### src/source/sync_fifo.sv
`timescale 1ns/100ps

// Show-ahead FIFO, head word always visible at rdata
module sync_fifo #(
    parameter type payload = logic,
    parameter int  depth   = 8
) (
    input  logic                       bus_clk,
    input  logic                       arst_n,
    input  logic                       wr,
    input  payload                     wdata,
    input  logic                       rd,
    output payload                     rdata,
    output logic                       empty,
    output logic                       full,
    output logic [$clog2(depth+1)-1:0] count
);

    localparam int PTR_WIDTH = (depth > 1) ? $clog2(depth) : 1;

    payload               mem [depth];  // Storage array
    logic [PTR_WIDTH-1:0] wr_ptr;
    logic [PTR_WIDTH-1:0] rd_ptr;
    logic                 push;
    logic                 pop;

    // Circular pointer step, also for depths that are not a power of two
    function automatic logic [PTR_WIDTH-1:0] next_ptr(input logic [PTR_WIDTH-1:0] ptr);
        return (ptr == PTR_WIDTH'(depth - 1)) ? '0 : ptr + 1'b1;
    endfunction

    assign push  = wr & ~full;   // Write into full is lost
    assign pop   = rd & ~empty;  // Read of empty is lost
    assign empty = (count == '0);
    assign full  = (count == $bits(count)'(depth));
    assign rdata = mem[rd_ptr];  // First word fall-through

    //////////////////////////////////////////////////////////////////////
    // Storage
    //////////////////////////////////////////////////////////////////////

    always_ff @(posedge bus_clk) begin
        if (push) begin
            mem[wr_ptr] <= wdata;
        end
    end

    //////////////////////////////////////////////////////////////////////
    // Pointers and occupancy
    //////////////////////////////////////////////////////////////////////

    always_ff @(posedge bus_clk or negedge arst_n) begin
        if (!arst_n) begin
            wr_ptr <= '0;
            rd_ptr <= '0;
            count  <= '0;
        end else begin
            if (push) begin
                wr_ptr <= next_ptr(wr_ptr);
            end
            if (pop) begin
                rd_ptr <= next_ptr(rd_ptr);
            end
            // Simultaneous push and pop leaves count as is
            case ({push, pop})
                2'b10:   count <= count + 1'b1;
                2'b01:   count <= count - 1'b1;
                default: count <= count;
            endcase
        end
    end

endmodule

### config.mk
export PLATFORM = sky130hd
export DESIGN_NAME = sync_fifo
export DESIGN_NICKNAME = d
export VERILOG_FILES = /design/src/source/sync_fifo.sv
export SDC_FILE = /design/constraint.sdc
export NUM_CORES = 1
export LEC_CHECK = 0
export ABC_AREA = 0
export BUFFER_PORTS_ARGS = -buffer_cell sky130_fd_sc_hd__buf_4
export CORE_UTILIZATION = 60
export DETAILED_ROUTE_END_ITERATION = 10
export HOLD_SLACK_MARGIN = 0.12
export PLACE_DENSITY = 0.85
export SYNTH_ARGS = -nofsm -noshare
export SYNTH_HDL_FRONTEND = slang
export SYNTH_SLANG_ARGS = --single-unit
export TNS_END_PERCENT = 20
### constraint.sdc
create_clock -name bus_clk -period 4 [get_ports bus_clk]
set_input_delay 0.8 -clock bus_clk [delete_from_list [all_inputs] [get_ports bus_clk]]
set_output_delay 0.8 -clock bus_clk [all_outputs]
set_load 0.01 [all_outputs]
==> reports/qor.csv, run 1 <==
stage,metric,value,unit
timing,finalSetupTns,0,ns
pwr,vdd_drop_max,0.570,mV
synth,seq_area_frac_synth,47.4,%
synth,yosys.area.top_type,dfrtp_1,
synth,syn_inst,80,
floorplan,die_h,43.5,um
critical_path,r2r-start,count[0]$_DFFE_PN0P_,
drt,dr.pass1.iters,7,
synth,yosysUniqueCellTypes,30,
clocking,htree_num_levels,1,
timing,max_clock_freq,333,MHz
placement,place_congestion,0.752,
critical_path,cp_common_cell,ha_1,
critical_path,startpoint_type,flop,
timing,fin_ws,0.998,ns
synth,avgSynthCellArea,12.9,um2
floorplan,die_w,43.5,um
drt,postRouteAntennaNets,0,
grt,grt_usage,22.6,%
placement,placedCellCount,105,
clocking,clockRootBuffer,clkbuf_4,
pwr,p_per_area,748,nW/um2
clocking,clock_path_buffers,2,
synth,ys_ff_latch,18,
floorplan,core.rowCount,14,
clocking,clk_pin_slew,0.10,ns
grt,overflow,0,
critical_path,critPathMaxStageDelay,0.68,ns
final_layout,stdcell_area,1150,um2
drt,wl_per_cell,16.6,um
timing,finalClockSkew,0.000989,ns
placement,pre_cts_slack,1.03,ns
final_layout,nNetsFinal,107,
synth,synth_nets,93,
critical_path,path_class,reg2reg,
floorplan,core,1560,um2
critical_path,critical_path.cell_chain,or4b_4 > nand2_8 > ha_1 > ha_1 > or4b_2 > o311ai_0 > o211ai_1,
synth,synth_area,1030,um2
grt,grt_pass1_vias,683,
clocking,post-cts-setup-buffer-count,0,
clocking,clock_sinks,18,
synth,synth_top_area_share,24.2,%
timing,fin_crit,3.00,ns
critical_path,crit_arrival,3.16,ns
final_layout,syn_to_final_growth,10.9,%
clocking,cts_tree,yes,
timing,tightest_slew,0.425,ns
grt,antenna_found_initial,0,
critical_path,critPathLaunch,count[0]$_DFFE_PN0P_,
placement,io_buffers,11,
pwr,leakagePower,0.491,nW
timing,fin_crit_sh,75.0,%
critical_path,ff2ff_setup_slack,1.0,ns
grt,grt_start_max_net_pins,11,
clocking,clk_latency,0.28,ns
critical_path,r2r-end,count[3]$_DFFE_PN0P_,
drt,drcViolationCount,2,
clocking,ctsResizeCount,0,
timing,hold_viol,0,
timing,slew_headroom,71.6,%
drt,vias_per_cell,6.07,
grt,grt_pass1_wl,3.08,mm
timing,setup_viol,0,
synth,synthTopCellsByArea,"dfrtp_1 (24%), edfxtp_1 (23%), ha_1 (8.5%), mux2_4 (4.4%), mux4_2 (4.4%)",
clocking,cts_buffers,3,
final_layout,n_antenna_cell,0,
critical_path,slowest_stage,or4b_2,
placement,dpl_cell_area,1120,um2
timing,rsz0062_at_grt,no,
min_path,hold_path_class,in2async,
synth,yosysWarnings,0,
critical_path,worstRegToRegCells,7,
drt,wirelength,1.81,mm
floorplan,initial_utilization,66.4,%
floorplan,ios,12,
drt,vias,662,
drt,drt_iter0_markers,12,
final_layout,layout-drive-gt1-share,28.0,%
critical_path,cp_data_required_time,4.16,ns
critical_path,crit_end,count[3]$_DFFE_PN0P_,
timing,drv_slew,0,
run_status,failed_checks,design-rule violations,
job,drv_cap,0,
critical_path,crit_path_end_kind,flop,
final_layout,layoutNonFillerInstCount,109,
placement,place_hpwl,1.42,mm
clocking,cts_hold_buf,0,
run_status,status,finished with violations,
floorplan,dieArea,1890,um2
critical_path,crit_fanout,9,
## worst max-delay path: cells and delay by family, from the launching register on
family / cells / cell delay, ns
DFF: 1 / 0.51
AOI/OAI and AO/OA: 2 / 0.27
and+or+nand+nor: 3 / 1.42
adders and majority gates: 2 / 0.66
## placed cells by master, fill, tap and decap left out
cell type and instances:
mux4_2 2, dfrtp_1 10, clkbuf_1 1, buf_4 11
nand2_8 1, nor3b_1 3, o21ai_0 2, mux2_4 3
inv_1 6, nor2_1 4, nand3_1 3, nor4_1 2
nand2_1 3, or4b_2 1, xnor2_1 1, nor3_1 5
nand2b_1 3, xor2_1 1, a21oi_1 2, ha_1 7
clkbuf_4 3, mux2_2 3, or4b_4 1, a2111o_1 1
edfxtp_1 8, fa_1 1, mux2i_1 1, a21o_1 1
o211ai_1 1, o311ai_0 1, o41ai_4 1
## Yosys cell counts, drive strengths merged
master,number
xnor2,1
mux2i,1
a21o,1
o41ai,1
nor4,2
mux4,2
ha,7
buf,2
o311ai,1
dfrtp,10
a2111o,1
inv,6
nand3,3
xor2,1
o21ai,2
fa,1
a21oi,2
nand2,4
nand2b,3
mux2,6
nor2,4
o211ai,1
or4b,2
edfxtp,8
nor3b,3
nor3,5
## layout make-up
cell class | count | area [um2]
Multi-Input combinational cell | 54 | 505
Sequential cell | 18 | 490
Fill cell | 118 | 412
Timing Repair Buffer | 11 | 82.6
Clock buffer | 4 | 26.3
Inverter | 6 | 22.5
Tap cell | 16 | 20.0
## kinds of logic (layout without fill, tap and decap cells)
family / count (synthesis) / in the layout / synth area share (%)
AOI/OAI and AO/OA: 9 / 9 / 7.98
xor gates and xnor gates: 2 / 2 / 1.69
adders and majority gates: 8 / 8 / 10.4
buffers and inverters: 8 / 21 / 3.75
DFF: 18 / 18 / 47.4
muxes: 9 / 9 / 12.9
and+or+nand+nor: 26 / 26 / 15.8
## stage by stage
stage          hold slack [ns]  power [W]  util [%]
5_1_grt                  0.314   0.000929      73.6
6_report                 0.329   0.000858      73.6
3_5_place_dp             0.573   0.000774      71.9
4_1_cts                  0.329   0.000862      73.6
2_1_floorplan            0.504   0.000649         -
3_3_place_gp             0.541   0.000744      71.9
## layer usage
| metal | share of wire (%) | GRT usage [%] | up-vias |
|---|---|---|---|
| met5 | 0 | 0 | - |
| met4 | 2.7 | 9.38 | 0 |
| met3 | 2.0 | 4.17 | 6 |
| met2 | 54 | 41.5 | 15 |
| met1 | 41 | 25.5 | 315 |
| li1 | - | - | 326 |
## how the worst min path moves through the flow
stage                                  endpoint  slack [ns]  cells past startpoint
after floorplan            count[0]$_DFFE_PN0P_        0.50                      0
after global placement    rd_ptr[1]$_DFFE_PN0P_        0.54                      2
after detailed placement  rd_ptr[1]$_DFFE_PN0P_        0.57                      2
after CTS                  count[3]$_DFFE_PN0P_        0.33                      1
after global routing      wr_ptr[2]$_DFFE_PN0P_        0.31                      1
final                     rd_ptr[2]$_DFFE_PN0P_        0.33                      1
## registers in the layout, summed over array words and instances (netlist names)
signal / cells
rd_ptr: 3
count: 4
mem: 8
wr_ptr: 3
## report_power, final
part	internal (W)	switching, W	leakage [nW]	total (W)
clock	0.0000386	0.0000515	0.0150	0.0000901
combinational	0.000224	0.000178	0.284	0.000402
sequential	0.000260	0.000106	0.192	0.000366
total	0.000522	0.000336	0.491	0.000858
Note: power is estimated with default switching activity, not from simulation.
==> inputs of run 2 (changes only) <==
--- a/config.mk
+++ b/config.mk
@@ -7,10 +7,10 @@
 export LEC_CHECK = 0
 export ABC_AREA = 0
 export BUFFER_PORTS_ARGS = -buffer_cell sky130_fd_sc_hd__buf_4
-export CORE_UTILIZATION = 60
+export CORE_UTILIZATION = 56
 export DETAILED_ROUTE_END_ITERATION = 10
 export HOLD_SLACK_MARGIN = 0.12
-export PLACE_DENSITY = 0.85
+export PLACE_DENSITY = 0.8
 export SYNTH_ARGS = -nofsm -noshare
 export SYNTH_HDL_FRONTEND = slang
 export SYNTH_SLANG_ARGS = --single-unit
==> constraint.sdc (replaced) <==
create_clock -name bus_clk -period 2.9 [get_ports bus_clk]
set_input_delay 0.58 -clock bus_clk [delete_from_list [all_inputs] [get_ports bus_clk]]
set_output_delay 0.58 -clock bus_clk [all_outputs]
set_load 0.01 [all_outputs]
==> run 2 against run 1 <==
- the run now ends clean
- clock skew up 0.0044 ns
- via count up 6.9%
- flip-flop and latch count unchanged
- non-clock buffer count up 6
- power up 44%
- worst hold slack better by 0.19 ns
- first-iteration DRC count unchanged
- design area up 5.1%
- critical endpoint unchanged
- highest routed layer unchanged
==> reports/qor.csv, run 2 (same netlist as run 1, synthesis figures left out) <==
stage,metric,value,unit
drt,drt_iter0_markers,12,
timing,drv_slew,0,
final_layout,nNetsFinal,113,
final_layout,regArea,490,um2
critical_path,crit_path_end_kind,flop,
critical_path,crit_fanout,8,
drt,dr_wl_met2,861,um
critical_path,path_class,reg2reg,
grt,overflow,0,
critical_path,cp_data_required_time,3.07,ns
clocking,clockRootBuffer,clkbuf_4,
clocking,clk_pin_slew,0.10,ns
timing,setup_viol,0,
floorplan,core,1730,um2
clocking,clock_path_buffers,2,
placement,dpl_cell_area,1170,um2
drt,wl_per_cell,14.7,um
clocking,cts_tree,yes,
critical_path,crit_arrival,2.86,ns
pwr,vdd_drop_max,0.578,mV
timing,hold_viol,0,
run_status,status,completed,
final_layout,stdcell_area,1210,um2
grt,grt_start_max_net_pins,11,
drt,route.met3.wl,54,um
final_layout,fill_cells,136,
final_layout,largestRegisters,"mem (8), count (4)",
drt,drcViolationCount,0,
clocking,post-cts-setup-buffer-count,0,
critical_path,cp_common_cell,ha_1,
drt,wirelength,1.82,mm
clocking,htree_num_levels,1,
timing,rsz0062_at_grt,no,
floorplan,core.rowCount,15,
drt,top_layer,met4,
critical_path,cp_top_family,simple AND/OR/NAND/NOR gates,
placement,io_buffers,11,
timing,worst_hold_slack,0.516,ns
final_layout,layoutNonFillerInstCount,124,
final_layout,syn_to_final_growth,16.6,%
final_layout,largest_reg_flops,8,
drt,vias,708,
timing,tightest_slew,0.337,ns
floorplan,initial_utilization,59.9,%
pwr,leakagePower,0.519,nW
pwr,p_per_area,1020,nW/um2
min_path,hold_path_class,in2reg,
timing,slew_headroom,77.3,%
grt,grt_pass1_vias,675,
timing,finalClockSkew,0.00536,ns
floorplan,ios,12,
clocking,clock_sinks,18,
timing,max_clock_freq,372,MHz
floorplan,die_w,45.0,um
final_layout,largest_register,mem,
placement,placedCellCount,119,
critical_path,slowest_stage,or4b_2,
critical_path,startpoint_type,flop,
clocking,clk_latency,0.29,ns
grt,grt_usage,20.9,%
final_layout,layout-drive-gt1-share,31.3,%
timing,finalSetupTns,0,ns
grt,grt_pass1_wl,2.99,mm
drt,wl_met1,887,um
floorplan,dieArea,2020,um2
critical_path,critical_path.cell_chain,or4b_4 > nand2_8 > ha_1 > ha_1 > or4b_2 > o311ai_0 > o211ai_1,
final_layout,multi_input_area,505,um2
clocking,cts_buffers,3,
final_layout,layout_commonest_cell,buf_4,
floorplan,die_h,45.0,um
grt,antenna_found_initial,0,
timing,fin_crit,2.69,ns
placement,place_congestion,0.792,
final_layout,layout_common_cells,"buf_4 (16), dfrtp_1 (10), edfxtp_1 (8)",
timing,fin_crit_sh,92.8,%
drt,postRouteAntennaNets,0,
drt,vias_per_cell,5.71,
critical_path,critPathMaxStageDelay,0.66,ns
final_layout,n_antenna_cell,0,
placement,place_hpwl,1.41,mm
drt,dr.pass1.iters,4,
critical_path,worst-path-buf-inv,0,
job,drv_cap,0,
run 2: cell count changes in the layout (fill, tap and decap cells not counted), sizes merged:
cell,before,now
buf,11,16
dlygate4sd3,0,1
run 2: per-layer routing:
| metal | up-vias | GRT usage, % |
|---|---|---|
| met5 | - | 0 |
| met4 | 0 | 6.67 |
| met3 | 4 | 4.80 |
| met2 | 19 | 31.9 |
| met1 | 347 | 29.7 |
| li1 | 338 | - |
run 2: cell type report:
| cell class | instances | area share [%] |
|---|---|---|
| Clock buffer | 4 | 2.18 |
| Timing Repair Buffer | 17 | 10.8 |
| Tap cell | 25 | 2.59 |
| Sequential cell | 18 | 40.7 |
| Inverter | 6 | 1.87 |
| Multi-Input combinational cell | 54 | 41.9 |
run 2: path summary, 6_finish.rpt:
| kind | startpoint | end | slack, ns | cells after the start |
|---|---|---|---|---|
| setup / recovery | count[1]$_DFFE_PN0P_ | count[3]$_DFFE_PN0P_ | 0.21 | 7 |
| hold / removal | wdata | mem[7]$_DFFE_PP_ | 0.52 | 1 |
| setup reg to reg | count[1]$_DFFE_PN0P_ | count[3]$_DFFE_PN0P_ | 0.21 | 7 |
| hold reg to reg | rd_ptr[2]$_DFFE_PN0P_ | rd_ptr[2]$_DFFE_PN0P_ | 0.58 | 1 |
| max in group asynchronous | arst_n | wr_ptr[1]$_DFFE_PN0P_ | 2.11 | 2 |
| min in group asynchronous | arst_n | rd_ptr[0]$_DFFE_PN0P_ | 0.64 | 2 |
run 2: report_power, final:
part           internal, W  total (W)  switching [W]  leakage, nW
sequential        0.000358   0.000474       0.000115        0.192
clock            0.0000534   0.000129      0.0000759       0.0150
combinational     0.000343   0.000631       0.000288        0.312
total             0.000755    0.00123       0.000479        0.519
run 2: metrics by stage:
step | utilization, % | worst slack, ns | total power [W]
floorplan | - | 0.101 | 0.000895
global placement | 67.8 | 0.305 | 0.00107
detailed placement | 67.8 | 0.205 | 0.00111
CTS | 69.9 | 0.184 | 0.00124
global route | 69.9 | 0.0872 | 0.00133
finish | 69.9 | 0.209 | 0.00123
run 2: what timing repair did:
| item | 4_1_cts | 5_1_grt |
|---|---|---|
| hold buffers | 1 | 0 |
| hold endpoints to repair | 10 | 0 |
| gates resized for setup | 0 | 0 |
