File: config.mk
export PLATFORM = sky130hd
export DESIGN_NAME = readout_regs
export DESIGN_NICKNAME = d
export VERILOG_FILES = /design/src/source/readout_pkg.sv /design/src/source/readout_regs.sv
export SDC_FILE = /design/constraint.sdc
export NUM_CORES = 1
export LEC_CHECK = 0
export ABC_AREA = 1
export BUFFER_PORTS_ARGS = -buffer_cell sky130_fd_sc_hd__buf_2
export CAP_MARGIN = 20
export CORE_UTILIZATION = 40
export CTS_CLUSTER_DIAMETER = 120
export DETAILED_ROUTE_END_ITERATION = 12
export PLACE_DENSITY = 0.8
export SYNTH_ARGS = -nofsm -noshare
export SYNTH_HDL_FRONTEND = slang
export SYNTH_SLANG_ARGS = --single-unit
File: constraint.sdc
create_clock -name bus_clk -period 0.8 [get_ports bus_clk]
set_input_delay 0.08 -clock bus_clk [delete_from_list [all_inputs] [get_ports bus_clk]]
set_output_delay 0.08 -clock bus_clk [all_outputs]
set_load 0.02 [all_outputs]
File: src/source/readout_pkg.sv
package readout_pkg;

    //////////////////////////////////////////////////////////////////////
    // Board geometry and widths
    //////////////////////////////////////////////////////////////////////

    localparam int NUM_CHANNELS   = 8;   // Receiver channels on the board
    localparam int ABUS_WIDTH     = 16;  // Local bus address
    localparam int BUS_DATA_WIDTH = 8;   // Byte-wide local bus
    localparam int DATA_WIDTH     = 32;  // Output word
    localparam int PAYLOAD_WIDTH  = 24;  // Decoded receiver payload
    localparam int IDENT_WIDTH    = 8;   // Channel tag in the upper byte

    localparam int CH_FIFO_DEPTH  = 8;   // Per channel buffer
    localparam int OUT_FIFO_DEPTH = 64;  // Shared output FIFO

    // Occupancy count and near-full threshold share this width
    localparam int LEVEL_WIDTH       = $clog2(OUT_FIFO_DEPTH + 1);
    localparam int NEAR_FULL_DEFAULT = 48;

    //////////////////////////////////////////////////////////////////////
    // Local bus address map
    //////////////////////////////////////////////////////////////////////

    localparam logic [ABUS_WIDTH-1:0] FIFO_ADDR     = 16'h8100; // Near-full threshold
    localparam logic [ABUS_WIDTH-1:0] STATUS_ADDR   = 16'h8101; // Flags and busy, read only
    localparam logic [ABUS_WIDTH-1:0] OVERFLOW_ADDR = 16'h8102; // Sticky, any write clears
    localparam logic [ABUS_WIDTH-1:0] DISABLE_ADDR  = 16'h8A00; // Channel disable mask

    typedef logic [PAYLOAD_WIDTH-1:0] payload_t;

    // Tagged output word
    typedef struct packed {
        logic [IDENT_WIDTH-1:0] ident;   // Channel index plus one
        payload_t               payload;
    } data_word_t;

    // One local bus cycle
    typedef struct packed {
        logic [ABUS_WIDTH-1:0]     add;
        logic [BUS_DATA_WIDTH-1:0] data;
        logic                      wr;   // One-cycle strobe
        logic                      rd;   // One-cycle strobe
    } bus_req_t;

    // LED flags of the output FIFO
    typedef struct packed {
        logic not_empty;
        logic full;
        logic near_full;
        logic read_error;
    } fifo_flags_t;

endpackage

File: src/source/readout_regs.sv
`timescale 1ns/100ps

// Byte-wide local bus registers
module readout_regs (
    input  logic                                       bus_clk,
    input  logic                                       arst_n,
    input  readout_pkg::bus_req_t                      bus_req,
    output logic [readout_pkg::BUS_DATA_WIDTH-1:0]     bus_rdata,
    output logic [readout_pkg::NUM_CHANNELS-1:0]       chan_disable,
    output logic [readout_pkg::LEVEL_WIDTH-1:0]        near_full_level,
    input  logic [readout_pkg::NUM_CHANNELS-1:0]       overflow,      // Pulses from channels
    input  readout_pkg::fifo_flags_t                   flags,
    input  logic                                       busy
);

    logic [readout_pkg::NUM_CHANNELS-1:0]   overflow_sticky;
    logic [readout_pkg::BUS_DATA_WIDTH-1:0] rdata_next;
    logic                                   sel_fifo;
    logic                                   sel_status;
    logic                                   sel_overflow;
    logic                                   sel_disable;

    // Address decode, full match only
    assign sel_fifo     = (bus_req.add == readout_pkg::FIFO_ADDR);
    assign sel_status   = (bus_req.add == readout_pkg::STATUS_ADDR);
    assign sel_overflow = (bus_req.add == readout_pkg::OVERFLOW_ADDR);
    assign sel_disable  = (bus_req.add == readout_pkg::DISABLE_ADDR);

    //////////////////////////////////////////////////////////////////////
    // Write side
    //////////////////////////////////////////////////////////////////////

    always_ff @(posedge bus_clk or negedge arst_n) begin
        if (!arst_n) begin
            chan_disable    <= '0;  // All channels on
            near_full_level <= readout_pkg::LEVEL_WIDTH'(readout_pkg::NEAR_FULL_DEFAULT);
        end else if (bus_req.wr) begin
            if (sel_disable) begin
                chan_disable <= readout_pkg::NUM_CHANNELS'(bus_req.data);
            end
            if (sel_fifo) begin
                near_full_level <= readout_pkg::LEVEL_WIDTH'(bus_req.data);
            end
        end
    end

    // Sticky overflow, a new pulse wins over a clear in the same cycle
    always_ff @(posedge bus_clk or negedge arst_n) begin
        if (!arst_n) begin
            overflow_sticky <= '0;
        end else if (bus_req.wr && sel_overflow) begin
            overflow_sticky <= overflow;
        end else begin
            overflow_sticky <= overflow_sticky | overflow;
        end
    end

    //////////////////////////////////////////////////////////////////////
    // Read side
    //////////////////////////////////////////////////////////////////////

    always_comb begin
        rdata_next = '0;  // Unmapped reads
        if (sel_fifo) begin
            rdata_next = readout_pkg::BUS_DATA_WIDTH'(near_full_level);
        end else if (sel_status) begin
            rdata_next = {3'b000, busy, flags.read_error, flags.near_full,
                          flags.full, flags.not_empty};  // LED order in bits 0..3
        end else if (sel_overflow) begin
            rdata_next = readout_pkg::BUS_DATA_WIDTH'(overflow_sticky);
        end else if (sel_disable) begin
            rdata_next = readout_pkg::BUS_DATA_WIDTH'(chan_disable);
        end
    end

    // Read data one cycle after the strobe, held until the next read
    always_ff @(posedge bus_clk or negedge arst_n) begin
        if (!arst_n) begin
            bus_rdata <= '0;
        end else if (bus_req.rd) begin
            bus_rdata <= rdata_next;
        end
    end

endmodule

==> run metrics, run 1 <==
Pleak=roughly 1.9 nW; total net switching power=~950 uW; finished layout cell area=0.00352 sq mm; final core utilization=87.3%; Mean Syn Cell Area=8.46 sq um; drt via density=between 5 and 6; Final Net Count=roughly 390; max-cap violation count=0; internal power=2.43 mW; Total Power=around 3.4 mW; YS warnings=0; CTS sink cnt=31; Slew headroom=81.6%; power per standard cell area=961 mW/mm^2; global-route wire length before repair=slightly below 10,000 microns; # H-tree levels=2; share of Yosys cell area claimed by the top area cell type=42.9%; Fin. Hold Viols=0; critical path class=flip-flop to output port; commonest non-fill, non-tap cell in the layout=buf_6; Hold Crit Class=input port to flip-flop; Yosys reg bits=31; I/O pin cnt=64; violated checks=setup timing; All-Layer GR Usage=30.7%; number of I/O port buffers=63; final WL=8370 microns; Most Frequent Cell on Critical Path=buf_6; worst path buffer plus inverter count=2; Slew Limit Fails=0; Starting Density=42.0%; Tmin final=1130 ps; chip width=67.1 microns; critical path capture point type=output port; Via Count=between 2,000 and 2,500; Vert. Die Dim=67.1 microns; fin worst setup slack=-327 ps; slowest stage delay, CP=550 ps; critical path cell sequence=buf_6 > buf_6; worst endpoint required time=720 ps; DP HPWL=3440 microns; area grow syn2layout=108%; CTS root buf=clkbuf_8; Comb pwr share=15.4%; commonest cells after routing, fill and taps aside=buf_6 (72), nand2_1 (31), buf_4 (30), dfrtp_1 (28), buf_2 (28); Startpoint Class=flip-flop; initial DRC count=119; # rows=23; outcome=finished, violations left; dpl cell area=around 0.0024 sq mm; DRT antenna net count=0; worst skew pair latency=300 ps; antenna diode count=0; Sw Share=28.2%; clk slew on worst S/H paths=~70 ps; die area=~0.0045 sq mm; RSZ-0062 raised after global routing=true; Max Root-Sink Buffers=2; CTS Buf Count=5; CTS tree=yes; Syn Std Cell Area=0.00169 sq mm; Final Wtd Congestion=between 0.8 and 0.9; number of global-route vias before repair=2,161; Residual DRC=0; Clock Skew=5.02 ps; CP arrival=1050 ps; Final Setup Violations=54; Netlist cell types=23; Pre-antenna DRT Iters=5; DR WL/cell=20.7 microns; slowest cell on the critical path=dfstp_2; fin crit share=141%; share of cells above drive strength 1=65.8%; total gr overflow=0; sequential share of the synthesized area=46.0%; worst-path fanout max=2; Syn Inst Count=200; Clk pwr share=a little under two fifths; Syn Nets=between 200 and 250; Fillers=179; Fmax=slightly below 900 MHz; Peak VDD IR=roughly 1200 uV; largest cells by area after synthesis=dfrtp_1 (43%), nand2_1 (10%), nand3_1 (7.7%); pin count of the biggest net entering global routing=17; Setup WS pre-CTS=-457 ps; area leader, netlist=dfrtp_1; worst-margin pin slew=about 280 ps; initial antenna violation count=0; Seq pwr share=46.8%; CP top delay family=flip-flops; Core Region=0.00403 sq mm; Worst R2R Setup Slack=-250 ps; WHS=around 31 ps
[per-stage QoR]
stage / instances / setup TNS, ps
finish: 404 / -8650
floorplan: 200 / -3730
global route: 404 / -10930
global placement: 341 / -10570
CTS: 390 / -6080
detailed placement: 341 / -11700
[synth_stat cells]
cell type	count
nand2_1	45
dfrtp_1	29
nand3_1	26
inv_1	25
nor2_1	18
o21ai_0	9
o21bai_1	8
nand2_2	5
a21oi_2	4
nor2_2	4
o21ai_1	4
o21ai_2	4
nor2_4	3
nor2_8	3
a21oi_1	2
buf_6	2
dfstp_2	2
nand2_4	2
buf_8	1
clkbuf_1	1
nand3_2	1
nand3_4	1
o21a_1	1
[repair_timing]
action                                  in CTS  in global routing
setup buffers                               27                 14
pin swaps                                   38                 47
hold buffers                                 9                  1
gates resized for setup                    101                 57
endpoints found under the setup margin      54                 54
endpoints found under the hold margin       38                  1
cloned                                       5                  0
[worst paths after layout]
kind	from	to	depth (start not counted)
setup / recovery	near_full_level[5]	near_full_level[5]	2
min in group asynchronous	arst_n	chan_disable[5]	2
hold / removal	bus_req[7]	chan_disable[5]	3
max in group asynchronous	arst_n	near_full_level[4]	3
setup reg to reg	near_full_level[3]	bus_rdata[3]	7
hold reg to reg	overflow_sticky[7]	overflow_sticky[7]	2
[tightest hold or removal path, stage by stage]
cell,delay [ps]
buf_2,110
nand2_1,50
nand2_1,50
[kinds of logic after synthesis]
logic type	after synthesis	share of synthesized area (%)
AOI/OAI and AO/OA	32	12.6
DFF	31	46.0
and+or+nand+nor	108	33.5
buffers and inverters	29	7.98
[sequential cells by signal, indices dropped and copies added (netlist names)]
signal / flops
bus_rdata: 8
chan_disable: 8
overflow_sticky: 8
near_full_level: 7
[area by class of cell]
type	instances	area (sq um)	share of cell area, %
Clock inverter	3	15.0	0.427
Sequential cell	31	779	22.2
Multi-Input combinational cell	145	1120	31.9
Clock buffer	5	68.8	1.96
Tap cell	50	62.6	1.78
Timing Repair Buffer	145	1370	39.0
Inverter	25	96.3	2.74
[per-layer routing]
metal	up-vias	track usage, %	routed length [microns]
met3	67	7.53	812
met1	1057	31.7	2790
li1	958	-	-
met2	177	54.9	4030
met5	-	0	0
met4	0	18.6	736
[power by group through the flow]
stage          Sequential, mW  Clock [mW]  Combinational (mW)
2_1_floorplan            1.62           0               0.109
6_report                 1.58        1.28               0.519
4_1_cts                  1.58        1.20               0.441
5_1_grt                  1.58        1.34               0.552
3_5_place_dp             1.61           0               0.336
3_3_place_gp             1.61           0               0.329
Power figures use the tool's default switching activity.
==> run 2, diff against run 1 <==
--- a/config.mk
+++ b/config.mk
@@ -8,10 +8,12 @@
 export ABC_AREA = 1
 export BUFFER_PORTS_ARGS = -buffer_cell sky130_fd_sc_hd__buf_2
 export CAP_MARGIN = 20
-export CORE_UTILIZATION = 40
+export CORE_UTILIZATION = 44
 export CTS_CLUSTER_DIAMETER = 120
 export DETAILED_ROUTE_END_ITERATION = 12
-export PLACE_DENSITY = 0.8
+export GPL_ROUTABILITY_DRIVEN = 1
+export PLACE_DENSITY = 0.86
+export SKIP_CTS_REPAIR_TIMING = 1
 export SYNTH_ARGS = -nofsm -noshare
 export SYNTH_HDL_FRONTEND = slang
 export SYNTH_SLANG_ARGS = --single-unit
==> run 2 against run 1 <==
Critical path type is now flip-flop to flip-flop. Power increased by 0.21%. Clock power rose by 8%. Combinational power is 18% lower. Non-clock buffer count fell by 24. Largest power group unchanged. Sequential share of layout area increased by 2.5 points. Routed wire length decreased by 18%. Critical endpoint is now bus_rdata[0]. The run ends with hold timing, setup timing left.
==> run metrics, run 2 (synthesized netlist as in run 1, its figures left out) <==
dpl cell area=0.00234 sq mm (was 0.00238 sq mm); Finished Layout Cells=378 (was 404); RSZ-0062 raised after global routing=true (unchanged); total gr overflow=0 (unchanged); total net switching power=829 uW (was 953 uW); power per standard cell area=1070 mW/mm^2 (was 961 mW/mm^2); worst-margin pin slew=673 ps (was 276 ps); Most Used Layer, Global Route=met2 (unchanged); global-route wire length before repair=7100 microns (was 9850 microns); Sw Share=24.5% (was 28.2%); DR WL/cell=18.2 microns (was 20.7 microns); Total Power=3.39 mW (was 3.38 mW); area grow syn2layout=86.8% (was 108%); Clk pwr share=40.7% (was 37.8%); die area=0.00410 sq mm (was 0.00450 sq mm); Seq pwr share=46.7% (was 46.8%); met1 Resource Use GR=28.6% (was 31.7%); WHS=-14.4 ps (was 31.1 ps); final core utilization=85.7% (was 87.3%); CTS Buf Count=5 (unchanged); critical path capture point type=flip-flop (was output port); Clock Skew=7.28 ps (was 5.02 ps); Pre-antenna DRT Iters=4 (was 5); initial DRC count=166 (was 119); fin crit share=142% (was 141%); Fmax=881 MHz (was 887 MHz); commonest non-fill, non-tap cell in the layout=buf_6 (unchanged); antenna diode count=0 (unchanged); Startpoint Class=flip-flop (unchanged); Pleak=1.73 nW (was 1.88 nW); critical path cell sequence=buf_6 > nand3_2 > nand2_1 > o21ai_1 > nand2_1 (was buf_6 > buf_6); All-Layer GR Usage=22.8% (was 30.7%); Via Count=2,073 (was 2,259); worst endpoint required time=970 ps (was 720 ps); finished layout cell area=0.00316 sq mm (was 0.00352 sq mm); worst-path fanout max=2 (unchanged); DRT antenna net count=0 (unchanged); # rows=22 (was 23); Slew Limit Fails=0 (unchanged); internal power=2.56 mW (was 2.43 mW); Final Wtd Congestion=0.847 (was 0.832); clk slew on worst S/H paths=70 ps (about the same); worst path buffer plus inverter count=1 (was 2); CTS tree=yes (unchanged); Final Setup Violations=54 (unchanged); met2 GRT Util=39.1% (was 54.9%); violated checks=hold timing, setup timing (was setup timing); Placed Instances=336 (was 341); slowest cell on the critical path=dfrtp_1 (was dfstp_2); Peak VDD IR=1330 uV (was 1220 uV); DP HPWL=3350 microns (was 3440 microns); met3 track demand over resource=5.18% (was 7.53%); Comb pwr share=12.5% (was 15.4%); critical path class=flip-flop to flip-flop (was flip-flop to output port); Starting Density=45.9% (was 42.0%); worst skew pair latency=290 ps (was 300 ps); setup_tns=-7880 ps (was -8650 ps); CTS sink cnt=31 (unchanged); Hold Crit Class=input port to flip-flop (unchanged); Fin. Hold Viols=7 (was 0); Most Frequent Cell on Critical Path=nand2_1 (was buf_6); commonest cells after routing, fill and taps aside=buf_6 (56), nand2_1 (38), buf_2 (31), buf_4 (30), dfrtp_1 (28) (was buf_6 (72), nand2_1 (31), buf_4 (30), dfrtp_1 (28), buf_2 (28)); Max Root-Sink Buffers=2 (unchanged); Tmin final=1140 ps (was 1130 ps); fin worst setup slack=-335 ps (was -327 ps); Setup WS pre-CTS=-484 ps (was -457 ps); I/O pin cnt=64 (unchanged); Fillers=198 (was 179); Core Region=0.00369 sq mm (was 0.00403 sq mm); share of cells above drive strength 1=60.3% (was 65.8%); Vert. Die Dim=64.0 microns (was 67.1 microns); number of I/O port buffers=63 (unchanged); Final Net Count=370 (was 394); CTS root buf=clkbuf_8 (unchanged); chip width=64.0 microns (was 67.1 microns); drt via density=5.48 (was 5.59); number of global-route vias before repair=1,623 (was 2,161); Residual DRC=0 (unchanged); final WL=6900 microns (was 8370 microns); max-cap violation count=0 (unchanged); CP top delay family=flip-flops (unchanged); outcome=finished, violations left (unchanged); biggest regs=bus_rdata (8), chan_disable (8), overflow_sticky (8) (unchanged); slowest stage delay, CP=440 ps (was 550 ps); Slew headroom=55.1% (was 81.6%); # H-tree levels=2 (unchanged); CP arrival=1310 ps (was 1050 ps); initial antenna violation count=0 (unchanged); pin count of the biggest net entering global routing=15 (was 17)
[run 2: worst reg2reg max path: stages, from the launching register on]
cell	delay, ps
dfrtp_1	440
buf_6	140
nand3_2	60
nand2_1	80
o21ai_1	220
nand2_1	80
[run 2: final cells by class]
class | instances | area [sq um] | share of cell area (%)
Clock buffer | 8 | 100 | 3.17
Inverter | 25 | 96.3 | 3.05
Tap cell | 48 | 60.1 | 1.90
Sequential cell | 31 | 779 | 24.7
Multi-Input combinational cell | 145 | 1050 | 33.4
Timing Repair Buffer | 121 | 1070 | 33.9
[run 2: final timing paths]
kind | startpoint | end | slack (ps) | cells past startpoint
worst max-delay path | chan_disable[0] | bus_rdata[0] | -340 | 5
worst min-delay path | overflow[7] | overflow_sticky[7] | -10 | 2
worst max register to register | chan_disable[0] | bus_rdata[0] | -340 | 5
worst min register to register | overflow_sticky[7] | overflow_sticky[7] | 530 | 2
max in group asynchronous | arst_n | near_full_level[0] | 220 | 3
min in group asynchronous | arst_n | chan_disable[7] | 180 | 2
[run 2: power groups by stage]
| stage | clock network, mW | registers [mW] | logic [mW] |
|---|---|---|---|
| floorplan | 0 | 1.62 | 0.109 |
| global placement | 0 | 1.61 | 0.315 |
| detailed placement | 0 | 1.61 | 0.323 |
| CTS | 1.36 | 1.58 | 0.325 |
| global route | 1.47 | 1.58 | 0.453 |
| finish | 1.38 | 1.58 | 0.425 |
[run 2: layer usage]
| metal | vias to the layer above | routed length (microns) |
|---|---|---|
| met3 | 47 | 584 |
| met1 | 986 | 2420 |
| li1 | 902 | - |
| met2 | 138 | 3490 |
| met5 | - | 0 |
| met4 | 0 | 412 |
