--- config.mk ---
export PLATFORM = sky130hd
export DESIGN_NAME = rx_channel
export DESIGN_NICKNAME = d
export VERILOG_FILES = /design/src/source/readout_pkg.sv /design/src/source/sync_fifo.sv /design/src/source/rx_channel.sv
export SDC_FILE = /design/constraint.sdc
export NUM_CORES = 1
export LEC_CHECK = 0
export ABC_AREA = 1
export BUFFER_PORTS_ARGS = -buffer_cell sky130_fd_sc_hd__clkbuf_2
export CORE_ASPECT_RATIO = 2
export CORE_MARGIN = 10
export CORE_UTILIZATION = 40
export CTS_CLUSTER_SIZE = 24
export DETAILED_ROUTE_END_ITERATION = 10
export PLACE_DENSITY = 0.58
export SYNTH_ARGS = -nofsm -noshare
export SYNTH_HDL_FRONTEND = slang
export SYNTH_HIERARCHICAL = 1
export SYNTH_SLANG_ARGS = --single-unit
--- constraint.sdc ---
create_clock -name bus_clk -period 3.7 [get_ports bus_clk]
set_clock_uncertainty 0.15 [all_clocks]
set_input_delay 0.555 -clock bus_clk [delete_from_list [all_inputs] [get_ports bus_clk]]
set_output_delay 0.555 -clock bus_clk [all_outputs]
set_load 0.005 [all_outputs]
--- src/source/readout_pkg.sv ---
package readout_pkg;

    //////////////////////////////////////////////////////////////////////
    // Board geometry and widths
    //////////////////////////////////////////////////////////////////////

    localparam int NUM_CHANNELS   = 8;   // Receiver channels on the board
    localparam int ABUS_WIDTH     = 16;  // Local bus address
    localparam int BUS_DATA_WIDTH = 8;   // Byte-wide local bus
    localparam int DATA_WIDTH     = 32;  // Output word
    localparam int PAYLOAD_WIDTH  = 24;  // Decoded receiver payload
    localparam int IDENT_WIDTH    = 8;   // Channel tag in the upper byte

    localparam int CH_FIFO_DEPTH  = 8;   // Per channel buffer
    localparam int OUT_FIFO_DEPTH = 64;  // Shared output FIFO

    // Occupancy count and near-full threshold share this width
    localparam int LEVEL_WIDTH       = $clog2(OUT_FIFO_DEPTH + 1);
    localparam int NEAR_FULL_DEFAULT = 48;

    //////////////////////////////////////////////////////////////////////
    // Local bus address map
    //////////////////////////////////////////////////////////////////////

    localparam logic [ABUS_WIDTH-1:0] FIFO_ADDR     = 16'h8100; // Near-full threshold
    localparam logic [ABUS_WIDTH-1:0] STATUS_ADDR   = 16'h8101; // Flags and busy, read only
    localparam logic [ABUS_WIDTH-1:0] OVERFLOW_ADDR = 16'h8102; // Sticky, any write clears
    localparam logic [ABUS_WIDTH-1:0] DISABLE_ADDR  = 16'h8A00; // Channel disable mask

    typedef logic [PAYLOAD_WIDTH-1:0] payload_t;

    // Tagged output word
    typedef struct packed {
        logic [IDENT_WIDTH-1:0] ident;   // Channel index plus one
        payload_t               payload;
    } data_word_t;

    // One local bus cycle
    typedef struct packed {
        logic [ABUS_WIDTH-1:0]     add;
        logic [BUS_DATA_WIDTH-1:0] data;
        logic                      wr;   // One-cycle strobe
        logic                      rd;   // One-cycle strobe
    } bus_req_t;

    // LED flags of the output FIFO
    typedef struct packed {
        logic not_empty;
        logic full;
        logic near_full;
        logic read_error;
    } fifo_flags_t;

endpackage

--- src/source/sync_fifo.sv ---
`timescale 1ns/100ps

// Show-ahead FIFO, head word always visible at rdata
module sync_fifo #(
    parameter type payload = logic,
    parameter int  depth   = 8
) (
    input  logic                       bus_clk,
    input  logic                       arst_n,
    input  logic                       wr,
    input  payload                     wdata,
    input  logic                       rd,
    output payload                     rdata,
    output logic                       empty,
    output logic                       full,
    output logic [$clog2(depth+1)-1:0] count
);

    localparam int PTR_WIDTH = (depth > 1) ? $clog2(depth) : 1;

    payload               mem [depth];  // Storage array
    logic [PTR_WIDTH-1:0] wr_ptr;
    logic [PTR_WIDTH-1:0] rd_ptr;
    logic                 push;
    logic                 pop;

    // Circular pointer step, also for depths that are not a power of two
    function automatic logic [PTR_WIDTH-1:0] next_ptr(input logic [PTR_WIDTH-1:0] ptr);
        return (ptr == PTR_WIDTH'(depth - 1)) ? '0 : ptr + 1'b1;
    endfunction

    assign push  = wr & ~full;   // Write into full is lost
    assign pop   = rd & ~empty;  // Read of empty is lost
    assign empty = (count == '0);
    assign full  = (count == $bits(count)'(depth));
    assign rdata = mem[rd_ptr];  // First word fall-through

    //////////////////////////////////////////////////////////////////////
    // Storage
    //////////////////////////////////////////////////////////////////////

    always_ff @(posedge bus_clk) begin
        if (push) begin
            mem[wr_ptr] <= wdata;
        end
    end

    //////////////////////////////////////////////////////////////////////
    // Pointers and occupancy
    //////////////////////////////////////////////////////////////////////

    always_ff @(posedge bus_clk or negedge arst_n) begin
        if (!arst_n) begin
            wr_ptr <= '0;
            rd_ptr <= '0;
            count  <= '0;
        end else begin
            if (push) begin
                wr_ptr <= next_ptr(wr_ptr);
            end
            if (pop) begin
                rd_ptr <= next_ptr(rd_ptr);
            end
            // Simultaneous push and pop leaves count as is
            case ({push, pop})
                2'b10:   count <= count + 1'b1;
                2'b01:   count <= count - 1'b1;
                default: count <= count;
            endcase
        end
    end

endmodule

--- src/source/rx_channel.sv ---
`timescale 1ns/100ps

// One receiver channel
// Decoded words arrive on a plain valid strobe, get tagged and buffered
module rx_channel #(
    parameter int ident = 1  // Channel index plus one
) (
    input  logic                    bus_clk,
    input  logic                    arst_n,
    input  logic                    rx_valid,      // One-cycle word strobe
    input  readout_pkg::payload_t   rx_payload,
    input  logic                    chan_disable,  // From the disable mask
    input  logic                    chan_read,     // Grant from the arbiter
    output readout_pkg::data_word_t chan_word,     // Head of the buffer
    output logic                    chan_empty,
    output logic                    overflow       // One-cycle drop pulse
);

    readout_pkg::data_word_t tagged_word;
    logic                    accept;
    logic                    buf_full;

    // Disabled channel ignores its strobes entirely
    assign accept = rx_valid & ~chan_disable;

    // Tag goes into the upper byte
    always_comb begin
        tagged_word.ident   = readout_pkg::IDENT_WIDTH'(ident);
        tagged_word.payload = rx_payload;
    end

    //////////////////////////////////////////////////////////////////////
    // Channel buffer
    //////////////////////////////////////////////////////////////////////

    sync_fifo #(
        .payload(readout_pkg::data_word_t),
        .depth  (readout_pkg::CH_FIFO_DEPTH)
    ) chan_buf (
        .bus_clk(bus_clk),
        .arst_n (arst_n),
        .wr     (accept),       // Buffer itself drops on full
        .wdata  (tagged_word),
        .rd     (chan_read),
        .rdata  (chan_word),    // Visible the cycle after the strobe
        .empty  (chan_empty),
        .full   (buf_full),
        .count  ()              // Occupancy not needed here
    );

    // Strobe meeting a full buffer means a lost word
    always_ff @(posedge bus_clk or negedge arst_n) begin
        if (!arst_n) begin
            overflow <= 1'b0;
        end else begin
            overflow <= accept & buf_full;
        end
    end

endmodule

==> impl_summary.txt, run 1 <==
----------------------------------------------------
[Yosys]
  Post-synthesis compound-gate area fraction ... 0.2136%
  Basic-gate share of the synthesized area counting and, or, nand and nor cells ... 23.32%
  Area fraction of the dominant cell type after synthesis ... 65.61%
  Count of different cell masters after synthesis ... 25
  Number of cells produced by synthesis ... 1202
  Synthesis Warnings ... 6
  Largest family of logic cells by synthesized area ... simple AND/OR/NAND/NOR gates
  Mapped cell area ... 11720 sq um
  Avg Synthesized Cell Area ... 9.748 sq um
  Adder-cell area share of the yosys netlist ... 0.9183%
  Top area cells in the synthesized netlist ... edfxtp_1 66%, nand2_1 14%, nor2_1 8.3%
  Post-synthesis register bit count ... 267
  Most area-hungry cell type in the Yosys netlist ... edfxtp_1
  Multiplexer share of the synthesized area ... 0%
  Portion of the post-synthesis area used by sequential elements ... 67.96%
  Share of the synthesized netlist area taken by xor and xnor gates ... 0.1495%

[Floorplanning]
  Die area ... 36960 sq um
  Floorplan row count ... 88
  Overall die width ... 141.0 um
  Standard cell core area ... 28850 sq um
  Effective utilization at floorplan ... 40.62%
  Count of boundary I/O pins ... 63
  Die outline height ... 262.1 um

[Clock tree]
  Cts bufs inserted ... 24
  Number of resized instances in the post-cts repair step ... 0
  Clock net sink count ... 267
  CTS root buffer ... clkbuf_16
  CTS tree ... done
  Buffer depth of the longest clock path ... 3
  Number of post-CTS setup repair buffers ... 0
  Later-pin clock latency in the skew report ... 0.52 ns
  H-tree depth ... 1
  Clk slew on worst S/H paths ... 0.06 ns

[Route]
  First drt pass iteration count ... 5
  Residual DRC ... 0
  Detail-routed via count per cell ... 4.420
  Detailed Route Iter0 Violations ... 422
  ANT nets after route ... 0
  Aggregate routed wire length ... 24230 um
  Number of vias after detailed routing ... 7505
  Mean routed wirelength per cell ... 14.27 um

[Setup path]
  Worst r2r src ... chan_buf/count[1]
  Kind of critical path ... reg -> out
  Type of destination of the critical path ... output port
  Flop-to-flop setup slack ... 1.18 ns
  Crit Path Max Fanout ... 60
  Worst Setup SP ... chan_buf/rd_ptr[0]
  WP data arrival ... 2.42 ns
  Required time of the worst setup path ... 2.99 ns
  Critical path launch point type ... flip-flop

[STA]
  Tightest hold margin ... 0.1031 ns
  Setup Total Neg Slack ... 0 ns
  Final worst-path cycle share ... 84.36%
  RSZ-0062 raised after global routing ... false
  Slew headroom ... 39.10%
  Hold violation total from the final report ... 0
  Transition time of the tightest slew-check pin ... 0.9134 ns
  F_max ... 320.4 MHz
  Final critical path time including I/O delays and setup ... 3.121 ns
  Fin. max-slew vios ... 0
  Count of endpoints failing setup in the final report ... 0

[Worst hold path]
  Hold/Removal Path Class ... in -> reg
  Hold Crit Start ... rx_valid

[Place]
  Port Buffers ... 62
  Cell area after placement ... 12610 sq um
  GP Congestion ... 0.7169
  Total half-perimeter wirelength after legalization and detailed placement ... 13490 um

[Layout]
  Number of inserted filler cells in the final layout ... 2692
  Share of cells above drive strength 1 ... 9.492%
  Final cell area excluding filler cells ... 13350 sq um
  Number of nets at the end of the flow ... 1359
  Relative area change from synthesis to final layout ... 13.90%
  # diodes ... 0

[Run]
  Reported max-cap violation count ... 0

[Global routing]
  Vias in the first global route ... 7451
  Total Routing Usage GR ... 13.16%
  Wire length of the first global-routing pass ... 38610 um
  Total overflow reported by the global router ... 0
  Pin count of the biggest net entering global routing ... 73
  Initial antenna violation count ... 0

[Power and ir drop]
  Power per cell area ... 699.6 nW/um^2
  Leak pwr ... 0.005919 uW
  Largest voltage drop on the vdd net ... 0.4651 mV

[Status]
  Status ... finished, final reports clean

----------------------------------------------------
-- area by class of cell --
type                       count  area (sq um)  area share [%]
clock inverter                11         77.57          0.5812
timing repair buffer          82         488.0           3.656
inverter                     147         551.8           4.134
tap                          360         450.4           3.375
clock buffer                  31         648.1           4.856
sequential                   267          7968           59.70
multi-input combinational    800          3163           23.70
-- synthesized netlist by cell type, drive strengths merged --
cell type,instances
buf,43
clkbuf,7
conb,2
dfrtp,11
edfxtp,256
fa,1
ha,7
inv,147
nand2,447
nand3,5
nor2,259
nor3,8
o21ai,5
or2,2
xnor2,1
xor2,1
-- path summary, 6_finish.rpt --
| path | end | cells past startpoint |
|---|---|---|
| max reg2reg | chan_buf/count[3] | 10 |
| min reg2reg | chan_buf/count[2] | 2 |
| min | overflow | 3 |
| max | chan_word[30] | 8 |
| max in group asynchronous | chan_buf/rd_ptr[0] | 2 |
| min in group asynchronous | chan_buf/wr_ptr[1] | 2 |
-- sequential cells by signal, summed over array words and instances (netlist names) --
name             flops
chan_buf/count       4
chan_buf/mem       256
chan_buf/rd_ptr      3
chan_buf/wr_ptr      3
overflow             1
-- per-layer routing --
metal / vias up / track usage [%] / part of all wire [%]
li1: 3890 / - / -
met5: - / 0 / 0
met3: 25 / 1.988 / 3.9
met1: 3486 / 14.72 / 40
met4: 0 / 4.291 / 1.8
met2: 104 / 24.74 / 54
-- layout by cell type, fill, tap and decap left out, drive strengths merged --
cell type / Yosys / routed
clkbuf: 7 / 93
fa: 1 / 1
nor3: 8 / 8
or2: 2 / 2
edfxtp: 256 / 256
o21ai: 5 / 5
conb: 2 / 64
xnor2: 1 / 1
clkinvlp: 0 / 1
xor2: 1 / 1
clkinv: 0 / 9
dfrtp: 11 / 11
bufinv: 0 / 1
nand3: 5 / 5
ha: 7 / 7
buf: 43 / 19
nor2: 259 / 259
inv: 147 / 147
dlygate4sd3: 0 / 1
nand2: 447 / 447
-- what timing repair did --
action	4_1_cts	5_1_grt
hold buffers	1	0
hold endpoints to repair	11	0
endpoints found under the setup margin	0	0
-- cells by family (layout without fill, tap and decap cells) --
logic type      count (synthesis)  count (layout)
flops                         267             267
other cells                     2              64
simple gates                  721             721
buf+inv                       197             271
fa+ha+maj                       8               8
xor+xnor                        2               2
compound gates                  5               5
-- report_power, final --
group          internal, uW  switching [uW]
registers              3580             191
logic                  1090            2120
clock network          1300            1060
-- critical path, cell delays in order (launching register included) --
cell and delay [ns]:
dfrtp_4 0.84, buf_4 0.43, nor2_1 0.09, nor2_1 0.09
nand2_1 0.05, nand2_1 0.06, nand2_1 0.06, nand2_1 0.12
clkbuf_2 0.12
-- through the flow --
step	total power [uW]	util, %	cells	worst slack (ns)
final	9337	46.27	1698	0.5788
after global routing	10050	46.27	1698	0.3664
after CTS	9497	46.27	1698	0.5058
after detailed placement	7141	43.72	1655	1.043
after global placement	7094	43.72	1655	1.049
after floorplan	6131	-	1264	-0.09652
Power figures use the tool's default switching activity.
==> run 2, diff against run 1 <==
--- a/config.mk
+++ b/config.mk
@@ -5,7 +5,7 @@
 export SDC_FILE = /design/constraint.sdc
 export NUM_CORES = 1
 export LEC_CHECK = 0
-export ABC_AREA = 1
+export ABC_AREA = 0
 export BUFFER_PORTS_ARGS = -buffer_cell sky130_fd_sc_hd__clkbuf_2
 export CORE_ASPECT_RATIO = 2
 export CORE_MARGIN = 10
==> constraint.sdc (replaced) <==
create_clock -name bus_clk -period 2.62 [get_ports bus_clk]
set_clock_uncertainty 0.15 [all_clocks]
set_input_delay 0.393 -clock bus_clk [delete_from_list [all_inputs] [get_ports bus_clk]]
set_output_delay 0.393 -clock bus_clk [all_outputs]
set_load 0.005 [all_outputs]
==> impl_summary.txt, run 2 <==
----------------------------------------------------
[Status]
  Status ... finished, violations left
  Violated checks ... negative setup slack

[Global routing]
  Vias in the first global route ... 5587 (-25%)
  Total overflow reported by the global router ... 0 (unchanged)
  Pin count of the biggest net entering global routing ... 34 (-53%)
  Total Routing Usage GR ... 12.94% (-0.23 points)
  Wire length of the first global-routing pass ... 32550 um (-16%)
  Initial antenna violation count ... 1 (+1)

[Floorplanning]
  Die area ... 33090 sq um (-10%)
  Count of boundary I/O pins ... 63 (unchanged)
  Overall die width ... 133.7 um (-5.2%)
  Floorplan row count ... 83 (-5.7%)
  Die outline height ... 247.4 um (-5.6%)
  Standard cell core area ... 25550 sq um (-11%)
  Effective utilization at floorplan ... 40.49% (-0.12 points)

[Yosys]
  Number of flops mapped to enable cells by yosys ... 256 (unchanged)
  Count of different cell masters after synthesis ... 35 (+40%)
  Most instantiated library cell after synthesis ... edfxtp_1
  Avg Synthesized Cell Area ... 23.35 sq um (+140%)
  Synthesis Warnings ... 6 (unchanged)
  Area fraction of the dominant cell type after synthesis ... 74.31% (+8.7 points)
  Most area-hungry cell type in the Yosys netlist ... edfxtp_1
  Post-synthesis compound-gate area fraction ... 0.6410% (+0.43 points)
  Post-synthesis async set-or-reset flop share ... 4.120% (unchanged)
  Portion of the post-synthesis area used by sequential elements ... 76.97% (+9.0 points)
  Most frequently used flop master after synthesis ... edfxtp_1
  Basic-gate share of the synthesized area counting and, or, nand and nor cells ... 1.560% (-22 points)
  Mapped cell area ... 10340 sq um (-12%)
  Largest family of logic cells by synthesized area ... multiplexers
  Post-synthesis register bit count ... 267 (unchanged)
  Top area cells in the synthesized netlist ... edfxtp_1 74%, mux4_2 14%, mux2_2 3.8%
  Adder-cell area share of the yosys netlist ... 1.040% (+0.12 points)
  Synth cell count leaders ... 256 x edfxtp_1, 64 x mux4_2, 35 x mux2_2, 11 x dfrtp_1, 7 x ha_1
  Multiplexer share of the synthesized area ... 18.17% (+18 points)
  Number of cells produced by synthesis ... 443 (-63%)
  Share of the synthesized netlist area taken by xor and xnor gates ... 0.1693% (+0.020 points)

[Route]
  First drt pass iteration count ... 4 (-1)
  Detailed Route Iter0 Violations ... 308 (-27%)
  Aggregate routed wire length ... 21130 um (-13%)
  Residual DRC ... 0 (unchanged)
  Detail-routed via count per cell ... 4.887 (+11%)
  Mean routed wirelength per cell ... 21.51 um (+51%)
  ANT nets after route ... 0 (unchanged)
  Number of vias after detailed routing ... 4799 (-36%)

[Setup path]
  Cell-by-cell listing of the critical path ... buf_16 -> mux4_2 -> mux2_4 -> clkbuf_2
  Type of destination of the critical path ... output port
  Cell count of the worst reg-to-reg path ... 7 (-3)
  Required time of the worst setup path ... 2.08 ns (-0.91 ns)
  Max stage delay cell, worst path ... mux4_2
  R2r endpoint ... chan_buf/count[3]
  Worst r2r src ... chan_buf/count[2]
  Critical path launch point type ... flip-flop
  Crit Path Max Fanout ... 23 (-62%)
  Kind of critical path ... reg -> out
  WP data arrival ... 2.22 ns (-0.20 ns)
  Worst path max stage delay ... 0.54 ns (-0.30 ns)
  Flop-to-flop setup slack ... 0.09 ns (-1.09 ns)

[STA]
  RSZ-0062 raised after global routing ... true
  F_max ... 361.5 MHz
  Count of endpoints failing setup in the final report ... 32 (+32)
  PnR worst setup slack ... -0.1461 ns (-0.7249 ns)
  Fin. max-slew vios ... 0 (unchanged)
  Hold violation total from the final report ... 0 (unchanged)
  Setup Total Neg Slack ... -3.467 ns (-3.467 ns)
  Final critical path time including I/O delays and setup ... 2.766 ns
  Final worst-path cycle share ... 105.6%

[Worst hold path]
  Hold Crit Start ... chan_disable
  Hold/Removal Path Class ... in -> reg
  End point of the worst hold path ... overflow
  Number of instances on the worst hold path ... 2 (-1)

[Run]
  Reported max-cap violation count ... 0 (unchanged)

[Clock tree]
  Buffer depth of the longest clock path ... 3 (unchanged)
  H-tree depth ... 1 (unchanged)
  Later-pin clock latency in the skew report ... 0.51 ns (about the same)
  CTS tree ... done
  Clock net sink count ... 267 (unchanged)
  Cts bufs inserted ... 23 (-4.2%)
  CTS root buffer ... clkbuf_16
  Clk slew on worst S/H paths ... 0.07 ns (about the same)

[Place]
  GP Congestion ... 0.7379 (+2.9%)
  Total half-perimeter wirelength after legalization and detailed placement ... 12460 um (-7.6%)
  Port Buffers ... 62 (unchanged)

[Layout]
  Most common cell after layout, fill and taps aside ... edfxtp_1
  Largest registers ranked by flip-flop count ... chan_buf/mem (256), chan_buf/count (4)
  Relative area change from synthesis to final layout ... 24.54%
  Post-Route Utilization ... 50.43% (+4.2 points)
  Max FFs per register ... 256 (unchanged)
  Leading cell types in the layout, fill and taps excluded ... 256 x edfxtp_1, 64 x mux4_2, 64 x conb_1
  Register bank with the most flops ... chan_buf/mem
  Share of cells above drive strength 1 ... 38.38% (+29 points)
  Number of nets at the end of the flow ... 662 (-51%)

[Power and ir drop]
  Largest voltage drop on the vdd net ... 0.5076 mV (+9.1%)
  Leak pwr ... 0.004457 uW (-25%)
  Power per cell area ... 1025 nW/um^2 (+46%)

----------------------------------------------------
==> run 2: cell types whose count changed in the layout (fill, tap and decap cells not counted), sizes merged, moves of 4 or more <==
cell / change
dlygate4sd3: +16
o21ai: -4
bufinv: +4
nor2: -255
mux4: +64
mux2: +38
buf: +17
clkinv: -4
nand2: -444
inv: -139
==> run 2: timing repair <==
action                                 4_1_cts  5_1_grt
setup endpoints to repair                   33       33
resized for setup                           22       11
endpoints found under the hold margin      111        0
hold buffers                                17        0
buffers inserted                             4        4
cloned                                       2        1
pin swaps                                    0        3
==> run 2: through the flow <==
step / power [uW] / instances / hold WS, ns / instance area (sq um) / worst slack [ns]
finish: 13200 / 982 / 0.01569 / 12880 / -0.1461
global route: 13860 / 982 / 0.008746 / 12880 / -0.2404
CTS: 13330 / 977 / 0.001333 / 12810 / -0.1949
detailed placement: 9323 / 913 / 0.1457 / 11650 / 0.005403
global placement: 9203 / 913 / 0.1394 / 11650 / 0.1203
floorplan: 7838 / 505 / -0.05259 / 10620 / -0.1593
==> run 2: routing by layer <==
metal  global-route usage, %  up-vias  share of wire, %
met2                   25.18       87                57
met5                       0        -                 0
met4                   4.437        0               2.2
li1                        -     2162                 -
met3                   1.519       23               3.4
met1                   13.98     2527                37
==> run 2: kinds of logic after synthesis <==
family / Yosys count
flops: 267
mux: 103
simple gates: 27
buf+inv: 26
fa+ha+maj: 8
compound gates: 8
other cells: 2
xor+xnor: 2
==> run 2: cell type report <==
class,instances,area [sq um]
clock buffers,28,594.3
repair buffers,115,999.7
diodes,1,2.502
inverters,6,22.52
well taps,340,425.4
multi-input cells,212,2670
flip-flops and latches,267,7969
fillers,2144,12660
clock inverters,13,200.2
==> run 2: where the power goes <==
group	internal, uW	switching, uW	leakage, uW
registers	5090	223	0.00244
logic	2400	1900	0.00163
clock network	2120	1470	0.000382
total	9610	3600	0.00446
==> run 2: worst max path at each step <==
stage | start | to | slack, ns | depth (start not counted)
after floorplan | chan_buf/count[3] | chan_buf/mem[7][0] | -0.16 | 3
after global placement | chan_buf/count[2] | chan_buf/count[3] | 0.12 | 7
after detailed placement | chan_buf/count[2] | chan_buf/count[3] | 0.005 | 7
after CTS | chan_buf/rd_ptr[0] | chan_word[31] | -0.19 | 4
after global routing | chan_buf/rd_ptr[0] | chan_word[31] | -0.24 | 4
final | chan_buf/rd_ptr[0] | chan_word[31] | -0.15 | 4
==> run 2: worst max-delay path, delay by kind of cell, from the launching register on <==
family | cells | cell delay (ns)
buffers and inverters | 2 | 0.35
DFF | 1 | 0.50
muxes | 2 | 0.84
